[src/rtl/backend_pkg.sv]
//~~~~~~~~~~~~~~~~~~~~~~~~~~~~~~
// sizes, opcodes and payload types shared by the back end
// import into each module body that needs them
//~~~~~~~~~~~~~~~~~~~~~~~~~~~~~~

package backend_pkg;

	// datapath and register file
	localparam int XLEN      = 32;
	localparam int NUM_AREGS = 8;
	localparam int AREG_W    = 3;

	// reorder buffer, depth must be 2**TAG_W
	localparam int ROB_DEPTH = 8;
	localparam int TAG_W     = 3;

	// issue queue sizes, also the initial credit counts
	localparam int ALU_IQ_DEPTH = 4;
	localparam int MUL_IQ_DEPTH = 2;

	localparam int MUL_STAGES = 3;

	// wide enough for the largest credit pool
	localparam int CRED_W = $clog2(ROB_DEPTH + 1);

	typedef enum logic [2:0] {
		OP_ADD,
		OP_SUB,
		OP_AND,
		OP_XOR,
		OP_MUL
	} op_e;

	// op as it leaves dispatch with operands already read
	typedef struct packed {
		op_e              op;
		logic [TAG_W-1:0] tag;
		logic [XLEN-1:0]  src1;
		logic [XLEN-1:0]  src2;
	} uop_t;

	// finished result heading for the ROB
	typedef struct packed {
		logic             valid;
		logic [TAG_W-1:0] tag;
		logic [XLEN-1:0]  data;
	} wb_t;

endpackage

[src/rtl/issue_if.sv]
//~~~~~~~~~~~~~~~~~~~~~~~~~~~~~~
// dispatcher to issue queue link with credit return
// one instance per execution path
//~~~~~~~~~~~~~~~~~~~~~~~~~~~~~~

`timescale 1ns/1ps

interface issue_if;
	import backend_pkg::*;

	logic valid;
	uop_t uop;
	// one pulse per popped entry
	logic credit;

	modport dispatcher (
		output valid,
		output uop,
		input  credit
	);

	modport queue (
		input  valid,
		input  uop,
		output credit
	);

endinterface

[src/rtl/alu_unit.sv]
//~~~~~~~~~~~~~~~~~~~~~~~~~~~~~~
// single-cycle integer unit: add, sub, and, xor
// result and tag registered one cycle after the input
//~~~~~~~~~~~~~~~~~~~~~~~~~~~~~~

`timescale 1ns/1ps

module alu_unit (
	input  logic              CLK,
	input  logic              i_reset,
	input  logic              i_valid,
	input  backend_pkg::uop_t i_uop,
	output backend_pkg::wb_t  o_wb
);
	import backend_pkg::*;

	logic [XLEN-1:0]  result;
	logic             wb_valid;
	logic [TAG_W-1:0] wb_tag;
	logic [XLEN-1:0]  wb_data;

	always_comb begin
		case (i_uop.op)
			OP_ADD:  result = i_uop.src1 + i_uop.src2;
			OP_SUB:  result = i_uop.src1 - i_uop.src2;
			OP_AND:  result = i_uop.src1 & i_uop.src2;
			OP_XOR:  result = i_uop.src1 ^ i_uop.src2;
			// multiplies go to the other path
			default: result = '0;
		endcase
	end

	always_ff @(posedge CLK) begin
		if (i_reset)
			wb_valid <= 1'b0;
		else
			wb_valid <= i_valid;
	end

	always_ff @(posedge CLK) begin
		wb_tag  <= i_uop.tag;
		wb_data <= result;
	end

	assign o_wb = '{valid: wb_valid, tag: wb_tag, data: wb_data};

endmodule

[src/rtl/backend.sv]
//~~~~~~~~~~~~~~~~~~~~~~~~~~~~~~
// out-of-order back end top: dispatch, ALU and multiply paths, commit
// ops enter on a valid/ready handshake and retire in program order
//~~~~~~~~~~~~~~~~~~~~~~~~~~~~~~

`timescale 1ns/1ps

module backend (
	input  logic                           CLK,
	input  logic                           i_reset,
	input  logic                           i_instr_valid,
	input  backend_pkg::op_e               i_instr_op,
	input  logic [backend_pkg::AREG_W-1:0] i_instr_rd,
	input  logic [backend_pkg::AREG_W-1:0] i_instr_rs1,
	input  logic [backend_pkg::AREG_W-1:0] i_instr_rs2,
	output logic                           o_instr_ready,
	output logic                           o_retire_valid,
	output logic [backend_pkg::TAG_W-1:0]  o_retire_tag,
	output logic [backend_pkg::AREG_W-1:0] o_retire_rd,
	output logic [backend_pkg::XLEN-1:0]   o_retire_data
);
	import backend_pkg::*;

	issue_if alu_if ();
	issue_if mul_if ();

	logic [AREG_W-1:0] rs1_idx, rs2_idx, alloc_rd;
	logic [XLEN-1:0]   rs1_data, rs2_data;
	logic              alloc_valid, rob_credit;
	logic              alu_valid, mul_valid;
	uop_t              alu_uop, mul_uop;
	wb_t               alu_wb, mul_wb;

	dispatch u_dispatch (
		.CLK(CLK), .i_reset(i_reset),
		.i_instr_valid(i_instr_valid), .i_instr_op(i_instr_op),
		.i_instr_rd(i_instr_rd), .i_instr_rs1(i_instr_rs1), .i_instr_rs2(i_instr_rs2),
		.o_instr_ready(o_instr_ready),
		.alu_port(alu_if.dispatcher), .mul_port(mul_if.dispatcher),
		.o_rs1_idx(rs1_idx), .o_rs2_idx(rs2_idx),
		.i_rs1_data(rs1_data), .i_rs2_data(rs2_data),
		.o_alloc_valid(alloc_valid), .o_alloc_rd(alloc_rd),
		.i_rob_credit(rob_credit),
		.i_retire_valid(o_retire_valid), .i_retire_rd(o_retire_rd)
	);

	issue_queue #(.DEPTH(ALU_IQ_DEPTH)) alu_queue (
		.CLK(CLK), .i_reset(i_reset), .port(alu_if.queue),
		.o_valid(alu_valid), .o_uop(alu_uop)
	);

	issue_queue #(.DEPTH(MUL_IQ_DEPTH)) mul_queue (
		.CLK(CLK), .i_reset(i_reset), .port(mul_if.queue),
		.o_valid(mul_valid), .o_uop(mul_uop)
	);

	alu_unit u_alu (
		.CLK(CLK), .i_reset(i_reset),
		.i_valid(alu_valid), .i_uop(alu_uop), .o_wb(alu_wb)
	);

	mul_unit u_mul (
		.CLK(CLK), .i_reset(i_reset),
		.i_valid(mul_valid), .i_uop(mul_uop), .o_wb(mul_wb)
	);

	commit u_commit (
		.CLK(CLK), .i_reset(i_reset),
		.i_alu_wb(alu_wb), .i_mul_wb(mul_wb),
		.i_alloc_valid(alloc_valid), .i_alloc_rd(alloc_rd),
		.i_rs1_idx(rs1_idx), .i_rs2_idx(rs2_idx),
		.o_rs1_data(rs1_data), .o_rs2_data(rs2_data),
		.o_rob_credit(rob_credit),
		.o_retire_valid(o_retire_valid), .o_retire_tag(o_retire_tag),
		.o_retire_rd(o_retire_rd), .o_retire_data(o_retire_data)
	);

endmodule

[src/rtl/commit.sv]
//~~~~~~~~~~~~~~~~~~~~~~~~~~~~~~
// reorder buffer plus architectural register file
// collects both result streams, retires one op per cycle in order
//~~~~~~~~~~~~~~~~~~~~~~~~~~~~~~

`timescale 1ns/1ps

module commit (
	input  logic                           CLK,
	input  logic                           i_reset,
	input  backend_pkg::wb_t               i_alu_wb,
	input  backend_pkg::wb_t               i_mul_wb,
	input  logic                           i_alloc_valid,
	input  logic [backend_pkg::AREG_W-1:0] i_alloc_rd,
	input  logic [backend_pkg::AREG_W-1:0] i_rs1_idx,
	input  logic [backend_pkg::AREG_W-1:0] i_rs2_idx,
	output logic [backend_pkg::XLEN-1:0]   o_rs1_data,
	output logic [backend_pkg::XLEN-1:0]   o_rs2_data,
	output logic                           o_rob_credit,
	output logic                           o_retire_valid,
	output logic [backend_pkg::TAG_W-1:0]  o_retire_tag,
	output logic [backend_pkg::AREG_W-1:0] o_retire_rd,
	output logic [backend_pkg::XLEN-1:0]   o_retire_data
);
	import backend_pkg::*;

	logic [AREG_W-1:0]    rob_rd   [ROB_DEPTH];
	logic [XLEN-1:0]      rob_data [ROB_DEPTH];
	logic [ROB_DEPTH-1:0] rob_done;
	logic [TAG_W-1:0]     head, tail;
	logic [XLEN-1:0]      regs [NUM_AREGS];
	logic                 retire;

	// head result was written back at least one cycle ago
	assign retire = rob_done[head];

	always_ff @(posedge CLK) begin
		if (i_reset) begin
			rob_done <= '0;
			head     <= '0;
			tail     <= '0;
		end else begin
			// pointers wrap on their own, depth is a power of two
			if (i_alloc_valid)
				tail <= tail + 1'b1;
			if (retire) begin
				rob_done[head] <= 1'b0;
				head           <= head + 1'b1;
			end
			if (i_alu_wb.valid)
				rob_done[i_alu_wb.tag] <= 1'b1;
			if (i_mul_wb.valid)
				rob_done[i_mul_wb.tag] <= 1'b1;
		end
	end

	always_ff @(posedge CLK) begin
		if (i_alloc_valid)
			rob_rd[tail] <= i_alloc_rd;
		if (i_alu_wb.valid)
			rob_data[i_alu_wb.tag] <= i_alu_wb.data;
		if (i_mul_wb.valid)
			rob_data[i_mul_wb.tag] <= i_mul_wb.data;
	end

	// architectural state, updated only at retirement
	always_ff @(posedge CLK) begin
		if (i_reset) begin
			for (int i = 0; i < NUM_AREGS; i++)
				regs[i] <= '0;
		end else if (retire) begin
			regs[rob_rd[head]] <= rob_data[head];
		end
	end

	assign o_rs1_data = regs[i_rs1_idx];
	assign o_rs2_data = regs[i_rs2_idx];

	assign o_rob_credit   = retire;
	assign o_retire_valid = retire;
	assign o_retire_tag   = head;
	assign o_retire_rd    = rob_rd[head];
	assign o_retire_data  = rob_data[head];

endmodule

[src/rtl/dispatch.sv]
//~~~~~~~~~~~~~~~~~~~~~~~~~~~~~~
// in-order dispatch: hazard check, operand read, tag and credits
// accepted ops reach the selected queue one cycle later
//~~~~~~~~~~~~~~~~~~~~~~~~~~~~~~

`timescale 1ns/1ps

module dispatch (
	input  logic                          CLK,
	input  logic                          i_reset,
	input  logic                          i_instr_valid,
	input  backend_pkg::op_e              i_instr_op,
	input  logic [backend_pkg::AREG_W-1:0] i_instr_rd,
	input  logic [backend_pkg::AREG_W-1:0] i_instr_rs1,
	input  logic [backend_pkg::AREG_W-1:0] i_instr_rs2,
	output logic                          o_instr_ready,
	issue_if.dispatcher                   alu_port,
	issue_if.dispatcher                   mul_port,
	output logic [backend_pkg::AREG_W-1:0] o_rs1_idx,
	output logic [backend_pkg::AREG_W-1:0] o_rs2_idx,
	input  logic [backend_pkg::XLEN-1:0]   i_rs1_data,
	input  logic [backend_pkg::XLEN-1:0]   i_rs2_data,
	output logic                          o_alloc_valid,
	output logic [backend_pkg::AREG_W-1:0] o_alloc_rd,
	input  logic                          i_rob_credit,
	input  logic                          i_retire_valid,
	input  logic [backend_pkg::AREG_W-1:0] i_retire_rd
);
	import backend_pkg::*;

	logic [NUM_AREGS-1:0] busy;
	logic [TAG_W-1:0]     tag_q;
	logic [CRED_W-1:0]    rob_cred, alu_cred, mul_cred;
	logic                 cred_loaded;
	logic                 is_mul, hazard, accept;
	logic                 alu_valid_q, mul_valid_q;
	uop_t                 uop_q;

	assign is_mul = (i_instr_op == OP_MUL);
	assign hazard = busy[i_instr_rs1] | busy[i_instr_rs2] | busy[i_instr_rd];

	assign o_instr_ready = (rob_cred != '0) && !hazard &&
		(is_mul ? (mul_cred != '0) : (alu_cred != '0));
	assign accept = i_instr_valid & o_instr_ready;

	assign o_rs1_idx     = i_instr_rs1;
	assign o_rs2_idx     = i_instr_rs2;
	assign o_alloc_valid = accept;
	assign o_alloc_rd    = i_instr_rd;

	assign alu_port.valid = alu_valid_q;
	assign alu_port.uop   = uop_q;
	assign mul_port.valid = mul_valid_q;
	assign mul_port.uop   = uop_q;

	always_ff @(posedge CLK) begin
		if (i_reset) begin
			busy        <= '0;
			tag_q       <= '0;
			alu_valid_q <= 1'b0;
			mul_valid_q <= 1'b0;
		end else begin
			// retire clears before accept sets; the two never hit the same rd
			if (i_retire_valid)
				busy[i_retire_rd] <= 1'b0;
			if (accept) begin
				busy[i_instr_rd] <= 1'b1;
				tag_q            <= tag_q + 1'b1;
			end
			alu_valid_q <= accept & ~is_mul;
			mul_valid_q <= accept & is_mul;
		end
	end

	// counters load in the first cycle out of reset
	always_ff @(posedge CLK) begin
		if (i_reset) begin
			cred_loaded <= 1'b0;
			rob_cred    <= '0;
			alu_cred    <= '0;
			mul_cred    <= '0;
		end else if (!cred_loaded) begin
			cred_loaded <= 1'b1;
			rob_cred    <= CRED_W'(ROB_DEPTH);
			alu_cred    <= CRED_W'(ALU_IQ_DEPTH);
			mul_cred    <= CRED_W'(MUL_IQ_DEPTH);
		end else begin
			rob_cred <= rob_cred + CRED_W'(i_rob_credit) - CRED_W'(accept);
			alu_cred <= alu_cred + CRED_W'(alu_port.credit) - CRED_W'(accept & ~is_mul);
			mul_cred <= mul_cred + CRED_W'(mul_port.credit) - CRED_W'(accept & is_mul);
		end
	end

	always_ff @(posedge CLK) begin
		if (accept) begin
			uop_q.op   <= i_instr_op;
			uop_q.tag  <= tag_q;
			uop_q.src1 <= i_rs1_data;
			uop_q.src2 <= i_rs2_data;
		end
	end

endmodule

[src/rtl/issue_queue.sv]
//~~~~~~~~~~~~~~~~~~~~~~~~~~~~~~
// circular FIFO between dispatch and one execution unit
// pops every non-empty cycle, returns one credit per pop
//~~~~~~~~~~~~~~~~~~~~~~~~~~~~~~

`timescale 1ns/1ps

module issue_queue #(
	parameter int DEPTH = 4
) (
	input  logic              CLK,
	input  logic              i_reset,
	issue_if.queue            port,
	output logic              o_valid,
	output backend_pkg::uop_t o_uop
);
	import backend_pkg::*;

	localparam int PTR_W = (DEPTH > 1) ? $clog2(DEPTH) : 1;
	localparam int CNT_W = $clog2(DEPTH + 1);

	uop_t             mem [DEPTH];
	logic [PTR_W-1:0] wr_ptr, rd_ptr;
	logic [CNT_W-1:0] count;
	logic             pop;
	logic             pop_q;
	uop_t             uop_q;

	// units take one op per cycle, so the head always leaves
	assign pop = (count != '0);

	always_ff @(posedge CLK) begin
		if (i_reset) begin
			wr_ptr <= '0;
			rd_ptr <= '0;
			count  <= '0;
			pop_q  <= 1'b0;
		end else begin
			if (port.valid)
				wr_ptr <= (wr_ptr == PTR_W'(DEPTH - 1)) ? '0 : wr_ptr + 1'b1;
			if (pop)
				rd_ptr <= (rd_ptr == PTR_W'(DEPTH - 1)) ? '0 : rd_ptr + 1'b1;
			// no full check, credits keep count within DEPTH
			count <= count + CNT_W'(port.valid) - CNT_W'(pop);
			pop_q <= pop;
		end
	end

	always_ff @(posedge CLK) begin
		if (port.valid)
			mem[wr_ptr] <= port.uop;
		if (pop)
			uop_q <= mem[rd_ptr];
	end

	assign o_valid     = pop_q;
	assign o_uop       = uop_q;
	assign port.credit = pop_q;

endmodule

[src/rtl/mul_unit.sv]
//~~~~~~~~~~~~~~~~~~~~~~~~~~~~~~
// pipelined 32-bit multiplier returning the low product word
// fully pipelined, one op per cycle, result after MUL_STAGES
//~~~~~~~~~~~~~~~~~~~~~~~~~~~~~~

`timescale 1ns/1ps

module mul_unit (
	input  logic              CLK,
	input  logic              i_reset,
	input  logic              i_valid,
	input  backend_pkg::uop_t i_uop,
	output backend_pkg::wb_t  o_wb
);
	import backend_pkg::*;

	logic [MUL_STAGES-1:0] vld_q;
	logic [TAG_W-1:0]      tag_q [MUL_STAGES];

	// stage 1: 16-bit partial products, cross terms kept to 16 bits
	logic [XLEN-1:0] s1_ll;
	logic [15:0]     s1_lh, s1_hl;
	// stage 2: cross terms summed
	logic [XLEN-1:0] s2_ll;
	logic [15:0]     s2_cross;
	// stage 3: low product word
	logic [XLEN-1:0] s3_prod;

	always_ff @(posedge CLK) begin
		if (i_reset)
			vld_q <= '0;
		else
			vld_q <= {vld_q[MUL_STAGES-2:0], i_valid};
	end

	always_ff @(posedge CLK) begin
		tag_q[0] <= i_uop.tag;
		for (int i = 1; i < MUL_STAGES; i++)
			tag_q[i] <= tag_q[i-1];

		s1_ll    <= {16'h0, i_uop.src1[15:0]} * {16'h0, i_uop.src2[15:0]};
		s1_lh    <= i_uop.src1[15:0] * i_uop.src2[31:16];
		s1_hl    <= i_uop.src1[31:16] * i_uop.src2[15:0];
		s2_ll    <= s1_ll;
		s2_cross <= s1_lh + s1_hl;
		s3_prod  <= s2_ll + {s2_cross, 16'h0};
	end

	assign o_wb = '{valid: vld_q[MUL_STAGES-1], tag: tag_q[MUL_STAGES-1], data: s3_prod};

endmodule

[config.mk]
export PLATFORM = sky130hd
export DESIGN_NAME = backend
export DESIGN_NICKNAME = d
export VERILOG_FILES = /design/src/rtl/backend_pkg.sv /design/src/rtl/issue_if.sv /design/src/rtl/alu_unit.sv /design/src/rtl/backend.sv /design/src/rtl/commit.sv /design/src/rtl/dispatch.sv /design/src/rtl/issue_queue.sv /design/src/rtl/mul_unit.sv
export SDC_FILE = /design/constraint.sdc
export NUM_CORES = 2
export LEC_CHECK = 0
export BUFFER_PORTS_ARGS = -buffer_cell sky130_fd_sc_hd__buf_2
export CORE_UTILIZATION = 45
export CTS_BUF_LIST = sky130_fd_sc_hd__clkbuf_4 sky130_fd_sc_hd__clkbuf_8 sky130_fd_sc_hd__clkbuf_16
export CTS_CLUSTER_DIAMETER = 150
export DETAILED_ROUTE_END_ITERATION = 8
export SYNTH_ARGS = -nofsm -noshare
export SYNTH_HDL_FRONTEND = slang
export SYNTH_SLANG_ARGS = --single-unit
[constraint.sdc]
create_clock -name CLK -period 12.9 [get_ports CLK]
set_input_delay 0.645 -clock CLK [delete_from_list [all_inputs] [get_ports CLK]]
set_output_delay 0.645 -clock CLK [all_outputs]
set_load 0.01 [all_outputs]
==> out/summary.log <==
[outcome] status finished, violations left
[outcome] failing checks design-rule violations
[final_layout] most frequent standard cell in the layout excluding fill and tap cells sky130_fd_sc_hd__edfxtp_1
[setup_path] worst flop-to-flop path endpoint u_mul.s1_ll[31]
[sta] total of endpoints with negative setup slack in the final report 0
[synth] number of standard cells after synthesis 5400
[setup_path] maximum fanout encountered on the critical timing path 28
[synth] Synth warnings 0
[job] max cap viols 0
[synth] count of flip-flops with a built-in enable after synthesis 1157
[floorplanning] Die ar. 168300 um^2
[synth] share of flip-flops with an asynchronous set or reset 0%
[power] part of the total power dissipated in combinational logic 25.8%
[final_layout] share of layout cells above drive strength 1 20.82%
[placement] pre-CTS setup slack 6.213 ns
[floorplanning] cell row count 149
[setup_path] signal arrival time at the worst endpoint 7.31 ns
[final_layout] filler cell count 14120
[global_routing] vias in the first global route 44920
[floorplanning] Die Y 410.3 um
[clock_tree] post-cts hold buffer count 0
[final_layout] post-layout util 50.43%
[setup_path] endpoint required time on the critical path 13.56 ns
[route] First DRT Iteration DRCs 4231
[setup_path] critical path's most frequent cell sky130_fd_sc_hd__fa_1
[placement] post-DP HPWL 137300 um
[route] Via Count 43790
[sta] transition time of the tightest slew-check pin 1.231 ns
[sta] final worst path period share 51.57%
[global_routing] antenna violations before repair 18
[synth] sequential element share of the synthesized area 52.94%
[sta] Final Worst Setup Slack 6.247 ns
[sta] unrepaired setup endpoints after global routing no
[sta] Final Skew 0.07098 ns
[power] Leak Pwr 32.20 nW
[synth] register bit total from synthesis 1405
[synth] Mapped Area 75010 um^2
[clock_tree] TritonCTS clock tree done
[final_layout] most used cells in the layout excluding fill and tap cells sky130_fd_sc_hd__edfxtp_1, sky130_fd_sc_hd__inv_1, sky130_fd_sc_hd__mux2_2
[route] Initial DRT Pass Iterations 8
[setup_path] Crit-path slowest cell sky130_fd_sc_hd__edfxtp_1
[power] Net Switching 0.004565 W
[sta] final count of pins violating max slew 0
[final_layout] post-layout net count 6162
[placement] routability congestion estimate from global placement 0.8654
[setup_path] startpoint of the lowest-slack register-to-register path mul_queue.o_uop[4]
[sta] worst slew slack as a fraction of its limit 17.94%
[route] Vias per Instance 5.620
[floorplanning] number of primary I/O pins 55
[route] post-DR wirelength/cell 26.65 um
[clock_tree] cts bufs inserted 150
[route] Detailed Route WL 207600 um
[setup_path] list of cells traversed by the critical path and2_1 > fa_1 > inv_1 > fa_1 > fa_1 > inv_1 > fa_1 > fa_1 > inv_1 > fa_1 > inv_1 > ha_1 > a21oi_1 > nand2_1 > a31o_2 > a21o_1 > a21oi_2 > a21oi_2 > a211o_1 > a21oi_1 > xnor2_1
[clock_tree] Resize count post-CTS 0
[synth] Mapped Avg Cell Area 13.89 um^2
[clock_tree] clock-pin slew on the worst setup and hold paths 0.06 ns
[synth] post-synthesis net count 6098
[clock_tree] Clock Sink Count 1405
[setup_path] kind of critical path reg2reg
[route] number of routed nets with antenna violations 0
[power] part of the power in registers 42.4%
[sta] final worst path period need 6.653 ns
[floorplanning] placeable core region 165200 um^2
[min_path] endpoint with the worst hold slack u_dispatch.alu_port.uop[67]
[clock_tree] buffer type at the clock tree root sky130_fd_sc_hd__clkbuf_16
[sta] number of failing hold endpoints at the final stage 0
[floorplanning] die outline width 410.3 um
[global_routing] pin count of the biggest net entering global routing 63
[setup_path] Critical Path Max Stage Delay 1.16 ns
[global_routing] wire length of the first global-routing pass 304600 um
[sta] peak clock frequency supported by timing 0.1503 GHz
[power] switching fraction of total power 31.91%
[setup_path] startpoint class of the critical path flip-flop
[power] peak ir drop on the vdd network 159.9 uV
[setup_path] number of cells on the worst reg-to-reg path 21
[synth] most common flop cell mapped by yosys sky130_fd_sc_hd__edfxtp_1
[min_path] class of the worst hold path in2reg
[min_path] Hold Path Stages 1
[clock_tree] clock insertion delay at the later pin of the skew report 0.81 ns
[power] Power per Cell Area 171.8 nW/um^2
[setup_path] Crit. End Element flip-flop
[clock_tree] deepest level of the CTS H-tree 4
[global_routing] overflow left after global routing 0
[power] Clock Power Share 31.8%
[setup_path] worst reg2reg setup slack 6.25 ns
[route] drt drc 3
[min_path] Worst Hold Launch i_instr_op[0]
[placement] count of input and output buffers 54
[synth] number of distinct library cells after synthesis 79
[sta] setup TNS after final layout 0 ns
[clock_tree] Max clock buf depth 3
[final_layout] Area Overhead vs Synth 11.05%
[power] Pint 0.009742 W
[global_routing] Total GRT Usage 25.00%
[floorplanning] starting density of the core 45.41%
[clock_tree] post-CTS setup repair buffer count 0
==> metal layers <==
metal / vias up / wire [um] / global-route usage [%]
li1: 19170 / - / -
met5: - / 13 / 0
met3: 288 / 13940 / 3.774
met2: 1469 / 99290 / 40.76
met4: 2 / 7415 / 8.556
met1: 22860 / 86990 / 34.17
==> worst max path at each step <==
stage                   startpoint         endpoint  slack (ns)  cells after the start
6_report        mul_queue.o_uop[4]  u_mul.s1_ll[31]        6.25                     21
3_3_place_gp    mul_queue.o_uop[4]  u_mul.s1_ll[31]        6.24                     21
5_1_grt        mul_queue.o_uop[39]  u_mul.s1_ll[31]        5.91                     22
3_5_place_dp   mul_queue.o_uop[39]  u_mul.s1_ll[31]        6.21                     22
2_1_floorplan  mul_queue.o_uop[44]  u_mul.s1_ll[24]        7.04                     21
4_1_cts         mul_queue.o_uop[4]  u_mul.s1_ll[31]        6.19                     21
==> final cells by class <==
type                    instances  area (um^2)  share of cell area (%)
inverters                     576         2166                   2.600
well taps                    2189         2739                   3.288
clock buffers                 221         4420                   5.307
diodes                         10        25.02                 0.03004
repair buffers                164         1106                   1.328
flip-flops and latches       1405        39730                   47.69
clock inverters                59        860.8                   1.033
multi-input cells            3167        32250                   38.72
==> cell usage after synthesis (4+ instances only) <==
master,number,area [um^2]
sky130_fd_sc_hd__clkbuf_1,189,709.4
sky130_fd_sc_hd__nor3b_1,8,60.06
sky130_fd_sc_hd__a31o_2,4,35.03
sky130_fd_sc_hd__edfxtp_1,1157,34740
sky130_fd_sc_hd__buf_1,28,105.1
sky130_fd_sc_hd__mux2_2,394,4437
sky130_fd_sc_hd__nand4b_1,6,52.55
sky130_fd_sc_hd__o41a_1,4,45.04
sky130_fd_sc_hd__xnor2_1,146,1279
sky130_fd_sc_hd__o31a_1,4,35.03
sky130_fd_sc_hd__o21bai_1,15,112.6
sky130_fd_sc_hd__nand4_1,8,50.05
sky130_fd_sc_hd__mux2i_1,67,670.6
sky130_fd_sc_hd__nand2b_1,18,112.6
sky130_fd_sc_hd__buf_2,33,165.2
sky130_fd_sc_hd__o2111ai_1,5,43.79
sky130_fd_sc_hd__ha_1,322,4029
sky130_fd_sc_hd__a21o_1,38,285.3
sky130_fd_sc_hd__o41ai_1,5,43.79
sky130_fd_sc_hd__o21ai_0,49,245.2
sky130_fd_sc_hd__a21oi_1,109,545.5
sky130_fd_sc_hd__xor2_1,55,481.7
sky130_fd_sc_hd__nor2b_1,27,168.9
sky130_fd_sc_hd__and3_1,14,87.58
sky130_fd_sc_hd__fa_1,361,7227
sky130_fd_sc_hd__or3_1,14,87.58
sky130_fd_sc_hd__nand2_1,401,1505
sky130_fd_sc_hd__a31oi_1,9,56.30
sky130_fd_sc_hd__o21a_1,16,120.1
sky130_fd_sc_hd__inv_1,575,2158
sky130_fd_sc_hd__nand3_1,32,160.2
sky130_fd_sc_hd__a211oi_1,25,187.7
sky130_fd_sc_hd__o22ai_1,4,25.02
sky130_fd_sc_hd__dfxtp_1,248,4965
sky130_fd_sc_hd__and2_1,237,1483
sky130_fd_sc_hd__mux4_2,274,6171
sky130_fd_sc_hd__nor2_1,391,1468
sky130_fd_sc_hd__o31ai_1,6,45.04
sky130_fd_sc_hd__nor3_1,38,190.2
==> flip-flops by register name, summed over array words and instances, names as in the netlist, 9 cells and up, named ones only <==
| register | count |
|---|---|
| mul_queue.o_uop | 67 |
| u_mul.s1_ll | 32 |
| u_mul.tag_q | 9 |
| u_mul.s2_ll | 32 |
| u_commit.rob_data | 256 |
| alu_queue.mem | 280 |
| u_mul.s1_hl | 16 |
| u_mul.s1_lh | 16 |
| u_mul.s2_cross | 16 |
| mul_queue.mem | 134 |
| alu_queue.o_uop | 70 |
| u_alu.wb_data | 32 |
| u_mul.s3_prod | 32 |
| u_commit.rob_rd | 24 |
| u_commit.regs | 256 |
| u_dispatch.alu_port.uop | 70 |
==> per-stage QoR <==
| stage | power (W) | std cells | hold WS (ns) | area, um^2 |
|---|---|---|---|---|
| finish | 0.01431 | 7791 | 0.08466 | 83300 |
| global route | 0.01490 | 7783 | 0.06226 | 83280 |
| CTS | 0.01433 | 7781 | 0.03879 | 83270 |
| detailed placement | 0.009767 | 7501 | 0.3121 | 77990 |
| global placement | 0.009737 | 7501 | 0.3128 | 77990 |
| floorplan | 0.008458 | 5400 | 0.3096 | 75010 |
==> power by group through the flow <==
stage	registers, W	logic, W	clock network, W
floorplan	0.00582	0.00264	0
global placement	0.00614	0.00359	0
detailed placement	0.00614	0.00363	0
CTS	0.00606	0.00367	0.00460
global route	0.00612	0.00400	0.00478
finish	0.00607	0.00369	0.00455
==> logic make-up (layout without fill, tap and decap cells) <==
family                     after synthesis  count (layout)  share of synthesized area, %
DFF                                   1405            1405                         52.94
other                                    0              10                             0
and+or+nand+nor                       1215            1215                         7.482
adders and majority gates              683             683                         15.01
buffers and inverters                  828            1020                         4.207
AOI/OAI and AO/OA                      333             333                         2.981
xor gates and xnor gates               201             201                         2.347
muxes                                  735             735                         15.04
==> critical path: cells and delay by family (launching register included) <==
| kind | cells | cell delay (ns) |
|---|---|---|
| AOI/OAI and AO/OA | 7 | 1.49 |
| DFF | 1 | 1.16 |
| adders and majority gates | 7 | 3.19 |
| buffers and inverters | 4 | 0.25 |
| and+or+nand+nor | 2 | 0.35 |
| xor gates and xnor gates | 1 | 0.07 |
No activity file was read; power rests on OpenSTA's default activity.
